<file path="src/source/snac_pkg.sv">
// Shared constants for the SNAC adapter: controller codes, polling steps, read lengths, widths
package snac_pkg;

    // Controller type code width and the supported codes
    localparam int GC_TYPE_W = 5;
    localparam logic [GC_TYPE_W-1:0] GC_DISABLED  = 5'h00;
    localparam logic [GC_TYPE_W-1:0] GC_DB15      = 5'h01;
    localparam logic [GC_TYPE_W-1:0] GC_NES       = 5'h02;
    localparam logic [GC_TYPE_W-1:0] GC_SNES      = 5'h03;
    localparam logic [GC_TYPE_W-1:0] GC_DB15_FAST = 5'h09;
    localparam logic [GC_TYPE_W-1:0] GC_SNES_SWAP = 5'h0B;

    // Core clock and phase accumulator
    localparam longint unsigned CLK_FREQ_HZ = 50_000_000;
    localparam int STEP_W = 32;
    localparam longint unsigned STEP_MAX = 64'h0000_0000_ffff_ffff;

    // Step for a strobe at twice the polling rate, fractional form
    function automatic logic [STEP_W-1:0] calc_step(input longint unsigned poll_hz);
        longint unsigned full;
        full = ((STEP_MAX / (CLK_FREQ_HZ / 1000)) * poll_hz * 2) / 1000;
        return full[STEP_W-1:0];
    endfunction

    // 200 kHz, 400 kHz and 50 kHz polling
    localparam logic [STEP_W-1:0] STEP_SERLATCH_NORMAL = calc_step(200_000);
    localparam logic [STEP_W-1:0] STEP_SERLATCH_FAST   = calc_step(400_000);
    localparam logic [STEP_W-1:0] STEP_SNES_COMPAT     = calc_step(50_000);

    // Bits read per pad
    localparam int LEN_W = 5;
    localparam logic [LEN_W-1:0] LEN_NES  = 5'd8;
    localparam logic [LEN_W-1:0] LEN_SNES = 5'd16;
    localparam logic [LEN_W-1:0] LEN_DB15 = 5'd12;

    // Button word
    localparam int BTN_W = 16;
    localparam int BTN_IDX_W = $clog2(BTN_W);

    // Poller FSM states
    localparam int POLL_ST_W = 3;
    localparam logic [POLL_ST_W-1:0] POLL_IDLE   = 3'd0;
    localparam logic [POLL_ST_W-1:0] POLL_LAT    = 3'd1;
    localparam logic [POLL_ST_W-1:0] POLL_CLK_LO = 3'd2;
    localparam logic [POLL_ST_W-1:0] POLL_CLK_HI = 3'd3;
    localparam logic [POLL_ST_W-1:0] POLL_DONE   = 3'd4;

endpackage
</file>
<file path="src/source/snac_pad_if.sv">
// Shared pad clock, latch and the two pad data lines between the poller and the pin map
`timescale 1ns/1ps

interface snac_pad_if;

    // Shared by both pads, driven by the poller
    logic pad_clk;
    logic pad_lat;

    // Resynchronized pad data, active low
    logic pad_dat1;
    logic pad_dat2;

    // Poller side
    modport poller (
        output pad_clk,
        output pad_lat,
        input  pad_dat1,
        input  pad_dat2
    );

    // Cartridge pin side
    modport port (
        input  pad_clk,
        input  pad_lat,
        output pad_dat1,
        output pad_dat2
    );

endinterface

</file>
<file path="src/source/snac_adapter_top.sv">
// Top level of the SNAC adapter, connects configuration, divider, poller and pin map
`timescale 1ns/1ps

module snac_adapter_top
    import snac_pkg::*;
(
    input  logic                 i_clk,
    input  logic                 i_reset,
    input  logic [GC_TYPE_W-1:0] i_game_cont_type,
    input  logic [7:4]           i_cart_bk0_in,
    input  logic                 i_cart_pin31_in,
    output logic [BTN_W-1:0]     o_p1_btn,
    output logic [BTN_W-1:0]     o_p2_btn,
    output logic                 o_busy,
    output logic                 o_stb,
    output logic                 o_cart_bk0_dir,
    output logic [1:0]           o_cart_bk1_out,
    output logic                 o_cart_pin30_out,
    output logic                 o_cart_pin30_dir,
    output logic                 o_cart_pin31_dir
);

    logic              restart;
    logic [STEP_W-1:0] step;
    logic [LEN_W-1:0]  read_len;
    logic              enable;

    // Pad lines between poller and pins
    snac_pad_if pad_if ();

    snac_mode_regs snac_mode_regs_inst (
        .i_clk            (i_clk),
        .i_reset          (i_reset),
        .i_game_cont_type (i_game_cont_type),
        .o_restart        (restart),
        .o_step           (step),
        .o_read_len       (read_len),
        .o_enable         (enable)
    );

    strobe_divider strobe_divider_inst (
        .i_clk     (i_clk),
        .i_reset   (i_reset),
        .i_restart (restart),
        .i_step    (step),
        .o_stb     (o_stb)
    );

    serlatch_poller serlatch_poller_inst (
        .i_clk      (i_clk),
        .i_reset    (i_reset),
        .i_restart  (restart),
        .i_stb      (o_stb),
        .i_enable   (enable),
        .i_read_len (read_len),
        .pad        (pad_if.poller),
        .o_p1_btn   (o_p1_btn),
        .o_p2_btn   (o_p2_btn),
        .o_busy     (o_busy)
    );

    snac_port_map snac_port_map_inst (
        .i_clk            (i_clk),
        .i_reset          (i_reset),
        .i_cart_bk0_in    (i_cart_bk0_in),
        .i_cart_pin31_in  (i_cart_pin31_in),
        .pad              (pad_if.port),
        .o_cart_bk0_dir   (o_cart_bk0_dir),
        .o_cart_bk1_out   (o_cart_bk1_out),
        .o_cart_pin30_out (o_cart_pin30_out),
        .o_cart_pin30_dir (o_cart_pin30_dir),
        .o_cart_pin31_dir (o_cart_pin31_dir)
    );

endmodule

</file>
<file path="src/source/snac_port_map.sv">
// Configuration A cartridge pin mapping with registered directions, pad outputs and input resync
`timescale 1ns/1ps

module snac_port_map (
    input  logic       i_clk,
    input  logic       i_reset,
    input  logic [7:4] i_cart_bk0_in,
    // Pin 31 only served the DB15 second data line, kept as a plain input
    input  logic       i_cart_pin31_in,
    snac_pad_if.port   pad,
    output logic       o_cart_bk0_dir,
    output logic [1:0] o_cart_bk1_out,
    output logic       o_cart_pin30_out,
    output logic       o_cart_pin30_dir,
    output logic       o_cart_pin31_dir
);

    logic dat1_q;
    logic dat2_q;

    // Pad data resync, bank 0 bit 4 is pad 1 and bit 5 is pad 2
    always_ff @(posedge i_clk) begin
        dat1_q <= i_cart_bk0_in[4];
        dat2_q <= i_cart_bk0_in[5];
    end

    assign pad.pad_dat1 = dat1_q;
    assign pad.pad_dat2 = dat2_q;

    always_ff @(posedge i_clk) begin
        if (i_reset) begin
            // Bank 0 in, pin 30 out, pin 31 in
            o_cart_bk0_dir   <= 1'b0;
            o_cart_pin30_dir <= 1'b1;
            o_cart_pin31_dir <= 1'b0;
            // Idle levels, latch low and clock high
            o_cart_bk1_out   <= 2'b01;
            o_cart_pin30_out <= 1'b1;
        end else begin
            o_cart_bk0_dir   <= 1'b0;
            o_cart_pin30_dir <= 1'b1;
            o_cart_pin31_dir <= 1'b0;
            // Bit 1 is bank 1 pin 7 latch, bit 0 is pin 6 clock
            o_cart_bk1_out   <= {pad.pad_lat, pad.pad_clk};
            // Second pad clock copy
            o_cart_pin30_out <= pad.pad_clk;
        end
    end

endmodule

</file>
<file path="src/source/serlatch_poller.sv">
// Strobe-paced reader for two NES, SNES or DB15 shift-register pads on a shared clock and latch
`timescale 1ns/1ps

module serlatch_poller
    import snac_pkg::*;
(
    input  logic              i_clk,
    input  logic              i_reset,
    input  logic              i_restart,
    input  logic              i_stb,
    input  logic              i_enable,
    input  logic [LEN_W-1:0]  i_read_len,
    snac_pad_if.poller        pad,
    output logic [BTN_W-1:0]  o_p1_btn,
    output logic [BTN_W-1:0]  o_p2_btn,
    output logic              o_busy
);

    logic [POLL_ST_W-1:0] state_q;
    logic [LEN_W-1:0]     bit_cnt_q;
    logic                 clk_q;
    logic                 lat_q;
    logic                 dat1_q;
    logic                 dat2_q;
    logic [BTN_W-1:0]     p1_shift_q;
    logic [BTN_W-1:0]     p2_shift_q;
    logic                 last_bit;

    assign pad.pad_clk = clk_q;
    assign pad.pad_lat = lat_q;

    // Last bit of the read is being clocked in
    assign last_bit = (bit_cnt_q == LEN_W'(i_read_len - 1'b1));

    // Sample register for both data lines
    always_ff @(posedge i_clk) begin
        dat1_q <= pad.pad_dat1;
        dat2_q <= pad.pad_dat2;
    end

    always_ff @(posedge i_clk) begin
        if (i_reset || i_restart || !i_enable) begin
            // Pads idle with clock high and latch low
            state_q   <= POLL_IDLE;
            bit_cnt_q <= '0;
            clk_q     <= 1'b1;
            lat_q     <= 1'b0;
            o_busy    <= 1'b0;
            o_p1_btn  <= '0;
            o_p2_btn  <= '0;
        end else if (i_stb) begin
            case (state_q)
                POLL_IDLE: begin
                    // Latch high loads both pads
                    lat_q      <= 1'b1;
                    o_busy     <= 1'b1;
                    p1_shift_q <= '0;
                    p2_shift_q <= '0;
                    state_q    <= POLL_LAT;
                end
                POLL_LAT: begin
                    // First bit now sits on the data lines
                    lat_q     <= 1'b0;
                    bit_cnt_q <= '0;
                    state_q   <= POLL_CLK_LO;
                end
                POLL_CLK_LO: begin
                    clk_q   <= 1'b0;
                    state_q <= POLL_CLK_HI;
                end
                POLL_CLK_HI: begin
                    // Take the current bit, the rising clock shifts the next one out
                    clk_q <= 1'b1;
                    p1_shift_q[bit_cnt_q[BTN_IDX_W-1:0]] <= ~dat1_q;
                    p2_shift_q[bit_cnt_q[BTN_IDX_W-1:0]] <= ~dat2_q;
                    bit_cnt_q <= bit_cnt_q + 1'b1;
                    if (last_bit) begin
                        state_q <= POLL_DONE;
                    end else begin
                        state_q <= POLL_CLK_LO;
                    end
                end
                POLL_DONE: begin
                    // Publish both words as busy drops
                    o_busy   <= 1'b0;
                    o_p1_btn <= p1_shift_q;
                    o_p2_btn <= p2_shift_q;
                    state_q  <= POLL_IDLE;
                end
                default: begin
                    state_q <= POLL_IDLE;
                end
            endcase
        end
    end

endmodule

</file>
<file path="src/source/strobe_divider.sv">
// Fractional divider, pulses the polling strobe on each phase accumulator carry
`timescale 1ns/1ps

module strobe_divider
    import snac_pkg::*;
(
    input  logic              i_clk,
    input  logic              i_reset,
    input  logic              i_restart,
    input  logic [STEP_W-1:0] i_step,
    output logic              o_stb
);

    logic [STEP_W-1:0] acc_q;
    logic [STEP_W:0]   acc_sum;

    // Extra top bit is the carry out
    assign acc_sum = {1'b0, acc_q} + {1'b0, i_step};

    always_ff @(posedge i_clk) begin
        if (i_reset || i_restart) begin
            // Start the phase from zero on a rate change
            acc_q <= '0;
            o_stb <= 1'b0;
        end else begin
            acc_q <= acc_sum[STEP_W-1:0];
            o_stb <= acc_sum[STEP_W];
        end
    end

endmodule

</file>
<file path="src/source/snac_mode_regs.sv">
// Registers the controller type, flags a restart on change and picks polling rate and read length
`timescale 1ns/1ps

module snac_mode_regs
    import snac_pkg::*;
(
    input  logic                 i_clk,
    input  logic                 i_reset,
    input  logic [GC_TYPE_W-1:0] i_game_cont_type,
    output logic                 o_restart,
    output logic [STEP_W-1:0]    o_step,
    output logic [LEN_W-1:0]     o_read_len,
    output logic                 o_enable
);

    logic [GC_TYPE_W-1:0] type_q;

    // Copy of the code used for change detection
    always_ff @(posedge i_clk) begin
        type_q <= i_game_cont_type;
    end

    always_ff @(posedge i_clk) begin
        if (i_reset) begin
            o_restart  <= 1'b1;
            o_enable   <= 1'b0;
            o_step     <= '0;
            o_read_len <= '0;
        end else begin
            // Pulse for one clock on any type change
            o_restart <= (type_q != i_game_cont_type);
            case (i_game_cont_type)
                GC_DB15: begin
                    o_enable   <= 1'b1;
                    o_step     <= STEP_SERLATCH_NORMAL;
                    o_read_len <= LEN_DB15;
                end
                GC_DB15_FAST: begin
                    o_enable   <= 1'b1;
                    o_step     <= STEP_SERLATCH_FAST;
                    o_read_len <= LEN_DB15;
                end
                GC_NES: begin
                    o_enable   <= 1'b1;
                    o_step     <= STEP_SNES_COMPAT;
                    o_read_len <= LEN_NES;
                end
                GC_SNES, GC_SNES_SWAP: begin
                    o_enable   <= 1'b1;
                    o_step     <= STEP_SNES_COMPAT;
                    o_read_len <= LEN_SNES;
                end
                default: begin
                    // Zero step keeps the divider silent
                    o_enable   <= 1'b0;
                    o_step     <= '0;
                    o_read_len <= '0;
                end
            endcase
        end
    end

endmodule

</file>
<file path="config.mk">
export PLATFORM = sky130hd
export DESIGN_NAME = snac_adapter_top
export DESIGN_NICKNAME = d
export VERILOG_FILES = /design/src/source/snac_pkg.sv /design/src/source/snac_pad_if.sv /design/src/source/snac_adapter_top.sv /design/src/source/snac_port_map.sv /design/src/source/serlatch_poller.sv /design/src/source/strobe_divider.sv /design/src/source/snac_mode_regs.sv
export SDC_FILE = /design/constraint.sdc
export NUM_CORES = 1
export LEC_CHECK = 0
export BUFFER_PORTS_ARGS = -buffer_cell sky130_fd_sc_hd__buf_2
export CAP_MARGIN = 20
export CORE_ASPECT_RATIO = 0.6
export CORE_MARGIN = 10
export CORE_UTILIZATION = 50
export DETAILED_ROUTE_END_ITERATION = 7
export PLACE_DENSITY_LB_ADDON = 0.12
export SETUP_SLACK_MARGIN = 0.15
export SYNTH_ARGS = -nofsm -noshare
export SYNTH_HDL_FRONTEND = slang
export SYNTH_SLANG_ARGS = --single-unit
export TNS_END_PERCENT = 5
</file>
<file path="constraint.sdc">
create_clock -name i_clk -period 9.2 [get_ports i_clk]
set_input_delay 0.92 -clock i_clk [delete_from_list [all_inputs] [get_ports i_clk]]
set_output_delay 0.92 -clock i_clk [all_outputs]
set_load 0.01 [all_outputs]
</file>
**Yosys cells after proc, flatten, opt, wreduce, memory -nomap -nowiden**

Index checks and enable logic that the tools add are counted.

- Magnitude comparators: 2
- Bitwise operators: 3
- Add/sub/neg operators: 3
- Reductions and logical operators: 20
- Muxes and demuxes: 15
- Eq/ne operators: 11

Operators by type and width:

| cell | count |
|---|---|
| one-hot mux 27 bit (3 select lines) | 1 |
| one-hot mux 16 bit (2 select lines) | 2 |
| adder 32 x 32 -> 33 bit | 1 |
| bitwise mux 16 bit | 2 |
| one-hot mux 5 bit (3 select lines) | 1 |
| one-hot mux 3 bit (4 select lines) | 1 |
| equality test 5 x 2 -> 1 bit, second input constant | 2 |
| equality test 5 x 4 -> 1 bit, second input constant | 2 |
| one-hot mux 5 bit (2 select lines) | 1 |
| AND reduction 2 bit | 5 |
| nonzero test 2 bit | 5 |
| equality test 3 x 2 -> 1 bit, second input constant | 2 |
| one-hot mux 1 bit (2 select lines) | 3 |
| adder 5 x 1 -> 5 bit, second input constant | 1 |
| equality test 5 x 1 -> 1 bit, second input constant | 1 |
| equality test 5 bit | 1 |
| < comparator 4 x 5 -> 1 bit, second input constant | 1 |
| inequality test 5 bit | 1 |
| OR reduction 5 bit | 1 |
| subtractor 5 x 1 -> 5 bit, second input constant | 1 |
| demux 1 bit (select 4 bit) | 1 |
| >= comparator 4 x 1 -> 1 bit, second input constant | 1 |
| OR reduction 2 bit | 2 |
| equality test 3 x 1 -> 1 bit, second input constant | 1 |
| 10 further kinds | 14 |

- Logic and storage cells: 76
- Register bits: 159
- Output and inout bits: 40

**Logic depth before layout (Yosys ltp)**

- Word-level depth: 6
- Depth in mapped cells: 8
- Mapped depth without buffers: 8

**Cells and area by module**

From an unflattened synthesis, not the netlist that was laid out.

- Cell total of the unflattened synthesis: 769
- Area total of the unflattened synthesis: 7056.8 um2

Modules (own cells, without submodules):

| module | sequential area each (um2) | cells an instance | area each (um2) | instances |
|---|---|---|---|---|
| serlatch_poller | 1861.8 | 352 | 3534.6 | 1 |
| strobe_divider | 660.6 | 335 | 2695.1 | 1 |
| snac_mode_regs | 300.3 | 70 | 694.4 | 1 |
| snac_port_map | 80.1 | 12 | 132.6 | 1 |

**Least setup slack after synthesis**

OpenSTA, ideal clock, no wires.

- Path type: in2reg
- Start: input i_reset
- End: register serlatch_poller_inst.p1_shift_q[0] (enable)
- Required time: 8.739 ns
- Arrival: 3.669 ns
- Buffers on the path: 1
- Slack: 5.070 ns
- Cell stages on the path: 4
- Cells stage by stage: nor2_1 > nand2_1 > clkbuf_1 > nor3_1

- Cells in the longest elaborated chain, start to end: 4

RTL lines:

| element | line | source |
|---|---|---|
| from (decl) | snac_adapter_top.sv:8 | `input logic i_reset,` |
| logical OR 1 bit (2 in series) | serlatch_poller.sv:42 | `if (i_reset \|\| i_restart \|\| !i_enable) begin` |
| inverter 1 bit (no line) | -- |  |
| AND reduction 3 bit (no line) | -- |  |
| to (signal, indexed assignment) | serlatch_poller.sv:74 | `p1_shift_q[bit_cnt_q[BTN_IDX_W-1:0]] <= ~dat1_q;` |
| to (decl) | serlatch_poller.sv:25 | `logic [BTN_W-1:0] p1_shift_q;` |

Every way passes these cells.
A chain may end at the register's enable or synchronous reset.

**Worst setup path after layout**

- Start: register snac_mode_regs_inst.o_step[23]
- End: register strobe_divider_inst.o_stb

- Cells in the longest elaborated chain, start to end: 1

RTL lines:

| element | line | source |
|---|---|---|
| from (decl) | snac_mode_regs.sv:11 | `output logic [STEP_W-1:0] o_step,` |
| from (signal assigned) | snac_mode_regs.sv:27 | `o_step <= '0;` |
| from (signal assigned) | snac_mode_regs.sv:35 | `o_step <= STEP_SERLATCH_NORMAL;` |
| from (signal assigned) | snac_mode_regs.sv:40 | `o_step <= STEP_SERLATCH_FAST;` |
| adder 32 x 32 -> 33 bit | strobe_divider.sv:18 | `assign acc_sum = {1'b0, acc_q} + {1'b0, i_step};` |
| to (signal assigned) | strobe_divider.sv:27 | `o_stb <= acc_sum[STEP_W];` |
| to (decl) | strobe_divider.sv:11 | `output logic o_stb` |

Every way passes these cells.

==> impl_metrics.tcl <==
set metrics [dict create \
    status "finished clean" \
    final.setup.tns_ns 0 \
    num_antenna_cells 0 \
    drv_slew 0 \
    numCtsBuffers 17 \
    synthTopCellsByArea "dfxtp_1 (33%), edfxtp_1 (16%), nand2_1 (5.8%)" \
    hold_buffers 0 \
    max_freq_ghz 0.300 \
    die-width_um 160 \
    ant_nets 0 \
    clock_latency_ns 0.41 \
    synth_area_per_cell_sq_um 9.27 \
    rows 30 \
    power_density_nw_per_um2 184 \
    root_buffer "clkbuf_16" \
    yosysTopAreaCell "dfxtp_1" \
    synth_commonest_cells "dfxtp_1 (95), nand2_1 (91), nor2_1 (67), a21oi_1 (56), a211oi_1 (34)" \
    rsz0062_at_grt "no" \
    min_period_ns 3.33 \
    io_buffer_count 45 \
    vdd_drop_max_mv 0.128 \
    reg2reg_slack_ns 5.87 \
    finalWirelength_um 13700 \
    holdPathEnd "serlatch_poller_inst.dat2_q$_DFF_P_" \
    cp_slowest_stage_delay_ns 0.72 \
    ys_seq_area_share_pct 49.0 \
    critPathArrivalTime_ns 3.65 \
    drtIter0Drc 301 \
    postCtsSetupRepairBufs 0 \
    path_clk_slew_ns 0.06 \
    crit_path_cell_trace "ha_1 > fa_1 > a21oi_1 > o21ai_0 > a31oi_1 > o21a_1 > o41ai_1 > nor3b_1" \
    die_area_sq_um 16600 \
    cts_tree "built" \
    path_max_fanout 6 \
    finalClockSkew_ns 0.0122 \
    hpwl_um 9760 \
    synth_cell_types 55 \
    start_util_pct 51.4 \
    synth_edf_count 32 \
    r2r-start "snac_mode_regs_inst.o_step[23]$_SDFF_PP0_" \
    die_h_um 104 \
    overflow 0 \
    grt_pass1_vias 4409 \
    power_w 0.00124 \
    synth_top_area_share_pct 32.5 \
    crit_type "reg -> reg" \
    syn_to_final_growth_pct 15.4 \
    gp_congestion 0.840 \
    r2r_end "strobe_divider_inst.o_stb$_SDFF_PP0_" \
    start_kind "flip-flop" \
    vias_per_cell 5.51 \
    grt_first_pass_wirelength_um 22800 \
    crit_path_end_kind "flip-flop" \
    postSynthCellCount 631 \
    hold_viol 0 \
    async_flop_share_pct 0 \
    synth.most_common_cell "dfxtp_1" \
    min_path_type "reg -> reg" \
    core_sq_um 11400 \
    post-route-drc-count 0 \
    cts.sinks 127 \
    synth-seq-cells 127 \
    synth_warnings 0 \
    ios 52 \
    setup_viol 0 \
    nets 703 \
    htree_num_levels 4 \
    holdPathStages 0 \
    grt_max_degree 41 \
    track_usage_pct 16.7 \
    ctsResizeCount 0 \
    wl_per_cell_um 16.4 \
    reg2regPathDepth 8 \
    fin_crit_sh_pct 36.2 \
    power_leakage_nw 2.60 \
    first_pass_iters 5 \
    worst_pin_slew_ns 0.941 \
    drive_gt1_share_pct 13.8 \
    regArea_sq_um 2860 \
    max_cap_viol_count 0 \
    slew_headroom_pct 37.1 \
    syn_area_sq_um 5850 \
    num_vias 4624 \
    cpMaxStageDelayCell "o41ai_1" \
    multi_input_area_sq_um 2790 \
    clockBufferDepth 2 \
    antenna_found_initial 0 \
    cp.required_ns 9.52 \
    ys.flop_type "dfxtp_1" \
    min-delay-start "snac_port_map_inst.pad.pad_dat2$_DFF_P_" \
    fillers 1023 \
]
-- power by group --
group           total, W  switching, W  internal (W)
Clock           0.000650      0.000251      0.000399
Combinational  0.0000140    0.00000807    0.00000591
Sequential      0.000577    0.00000451      0.000572
Total            0.00124      0.000264      0.000977
-- worst max-delay path: cells and delay by family, from the launching register on --
family,cells,cell delay (ns)
adders and majority gates,2,0.56
AOI/OAI and AO/OA,5,1.85
and+or+nand+nor,1,0.28
DFF,1,0.55
-- per-layer routing --
| metal | global-route usage, % | part of all wire [%] |
|---|---|---|
| met1 | 24.9 | 53 |
| met2 | 22.4 | 40 |
| met3 | 5.14 | 7.0 |
| met4 | 4.15 | 0.52 |
| met5 | 0 | 0 |
-- stage by stage --
stage | utilization, % | setup slack, ns | hold slack (ns) | area [sq um] | instances
floorplan | - | 5.07 | 0.310 | 5850 | 632
global placement | 54.1 | 5.97 | 0.313 | 6150 | 806
detailed placement | 54.1 | 5.97 | 0.312 | 6150 | 806
CTS | 59.1 | 6.06 | 0.326 | 6720 | 838
global route | 59.3 | 5.88 | 0.334 | 6750 | 839
finish | 59.3 | 5.87 | 0.326 | 6750 | 839
-- sequential cells by signal, indices dropped and copies added, names as in the netlist, 2 cells and up --
| signal | count |
|---|---|
| strobe_divider_inst.acc_q | 30 |
| serlatch_poller_inst.o_p1_btn | 16 |
| snac_mode_regs_inst.o_read_len | 3 |
| snac_port_map_inst.o_cart_bk1_out | 2 |
| serlatch_poller_inst.p1_shift_q | 16 |
| serlatch_poller_inst.bit_cnt_q | 5 |
| serlatch_poller_inst.state_q | 3 |
| serlatch_poller_inst.o_p2_btn | 16 |
| snac_mode_regs_inst.o_step | 5 |
| snac_mode_regs_inst.type_q | 5 |
| serlatch_poller_inst.p2_shift_q | 16 |
-- cells by family (layout without fill, tap and decap cells) --
| group | after synthesis | count (layout) | share of synthesized area [%] |
|---|---|---|---|
| xor gates and xnor gates | 30 | 30 | 4.49 |
| and+or+nand+nor | 249 | 249 | 19.7 |
| muxes | 6 | 6 | 1.05 |
| buffers and inverters | 47 | 94 | 3.55 |
| adders and majority gates | 25 | 25 | 5.48 |
| DFF | 127 | 127 | 49.0 |
| AOI/OAI and AO/OA | 145 | 145 | 16.6 |
| other | 2 | 3 | 0.128 |
-- layout make-up --
type	count	share of cell area, %
flip-flops and latches	127	42.4
well taps	160	2.97
clock inverters	13	2.08
clock buffers	19	6.41
repair buffers	50	4.19
multi-input cells	458	41.3
inverters	12	0.667
-- cell usage in the layout (no fill, tap or decap), types with 15 or more instances in the layout --
master / count
nor2_1: 67
xnor2_1: 15
ha_1: 24
a211oi_1: 34
dfxtp_1: 95
a21oi_1: 56
nand2_1: 91
and2_1: 20
clkbuf_16: 17
edfxtp_1: 32
buf_2: 45
xor2_1: 15
-- worst max path at each step --
| stage | slack [ns] | to | cells past startpoint | start |
|---|---|---|---|---|
| floorplan | 5.07 | serlatch_poller_inst.p1_shift_q[0]$_SDFFCE_PN0P_ | 4 | i_reset |
| global placement | 5.97 | serlatch_poller_inst.p1_shift_q[9]$_SDFFCE_PN0P_ | 6 | i_reset |
| detailed placement | 5.97 | serlatch_poller_inst.p1_shift_q[9]$_SDFFCE_PN0P_ | 6 | i_reset |
| CTS | 6.06 | strobe_divider_inst.o_stb$_SDFF_PP0_ | 8 | snac_mode_regs_inst.o_step[23]$_SDFF_PP0_ |
| global route | 5.88 | strobe_divider_inst.o_stb$_SDFF_PP0_ | 8 | snac_mode_regs_inst.o_step[23]$_SDFF_PP0_ |
| finish | 5.87 | strobe_divider_inst.o_stb$_SDFF_PP0_ | 8 | snac_mode_regs_inst.o_step[23]$_SDFF_PP0_ |
Power figures use the tool's default switching activity.
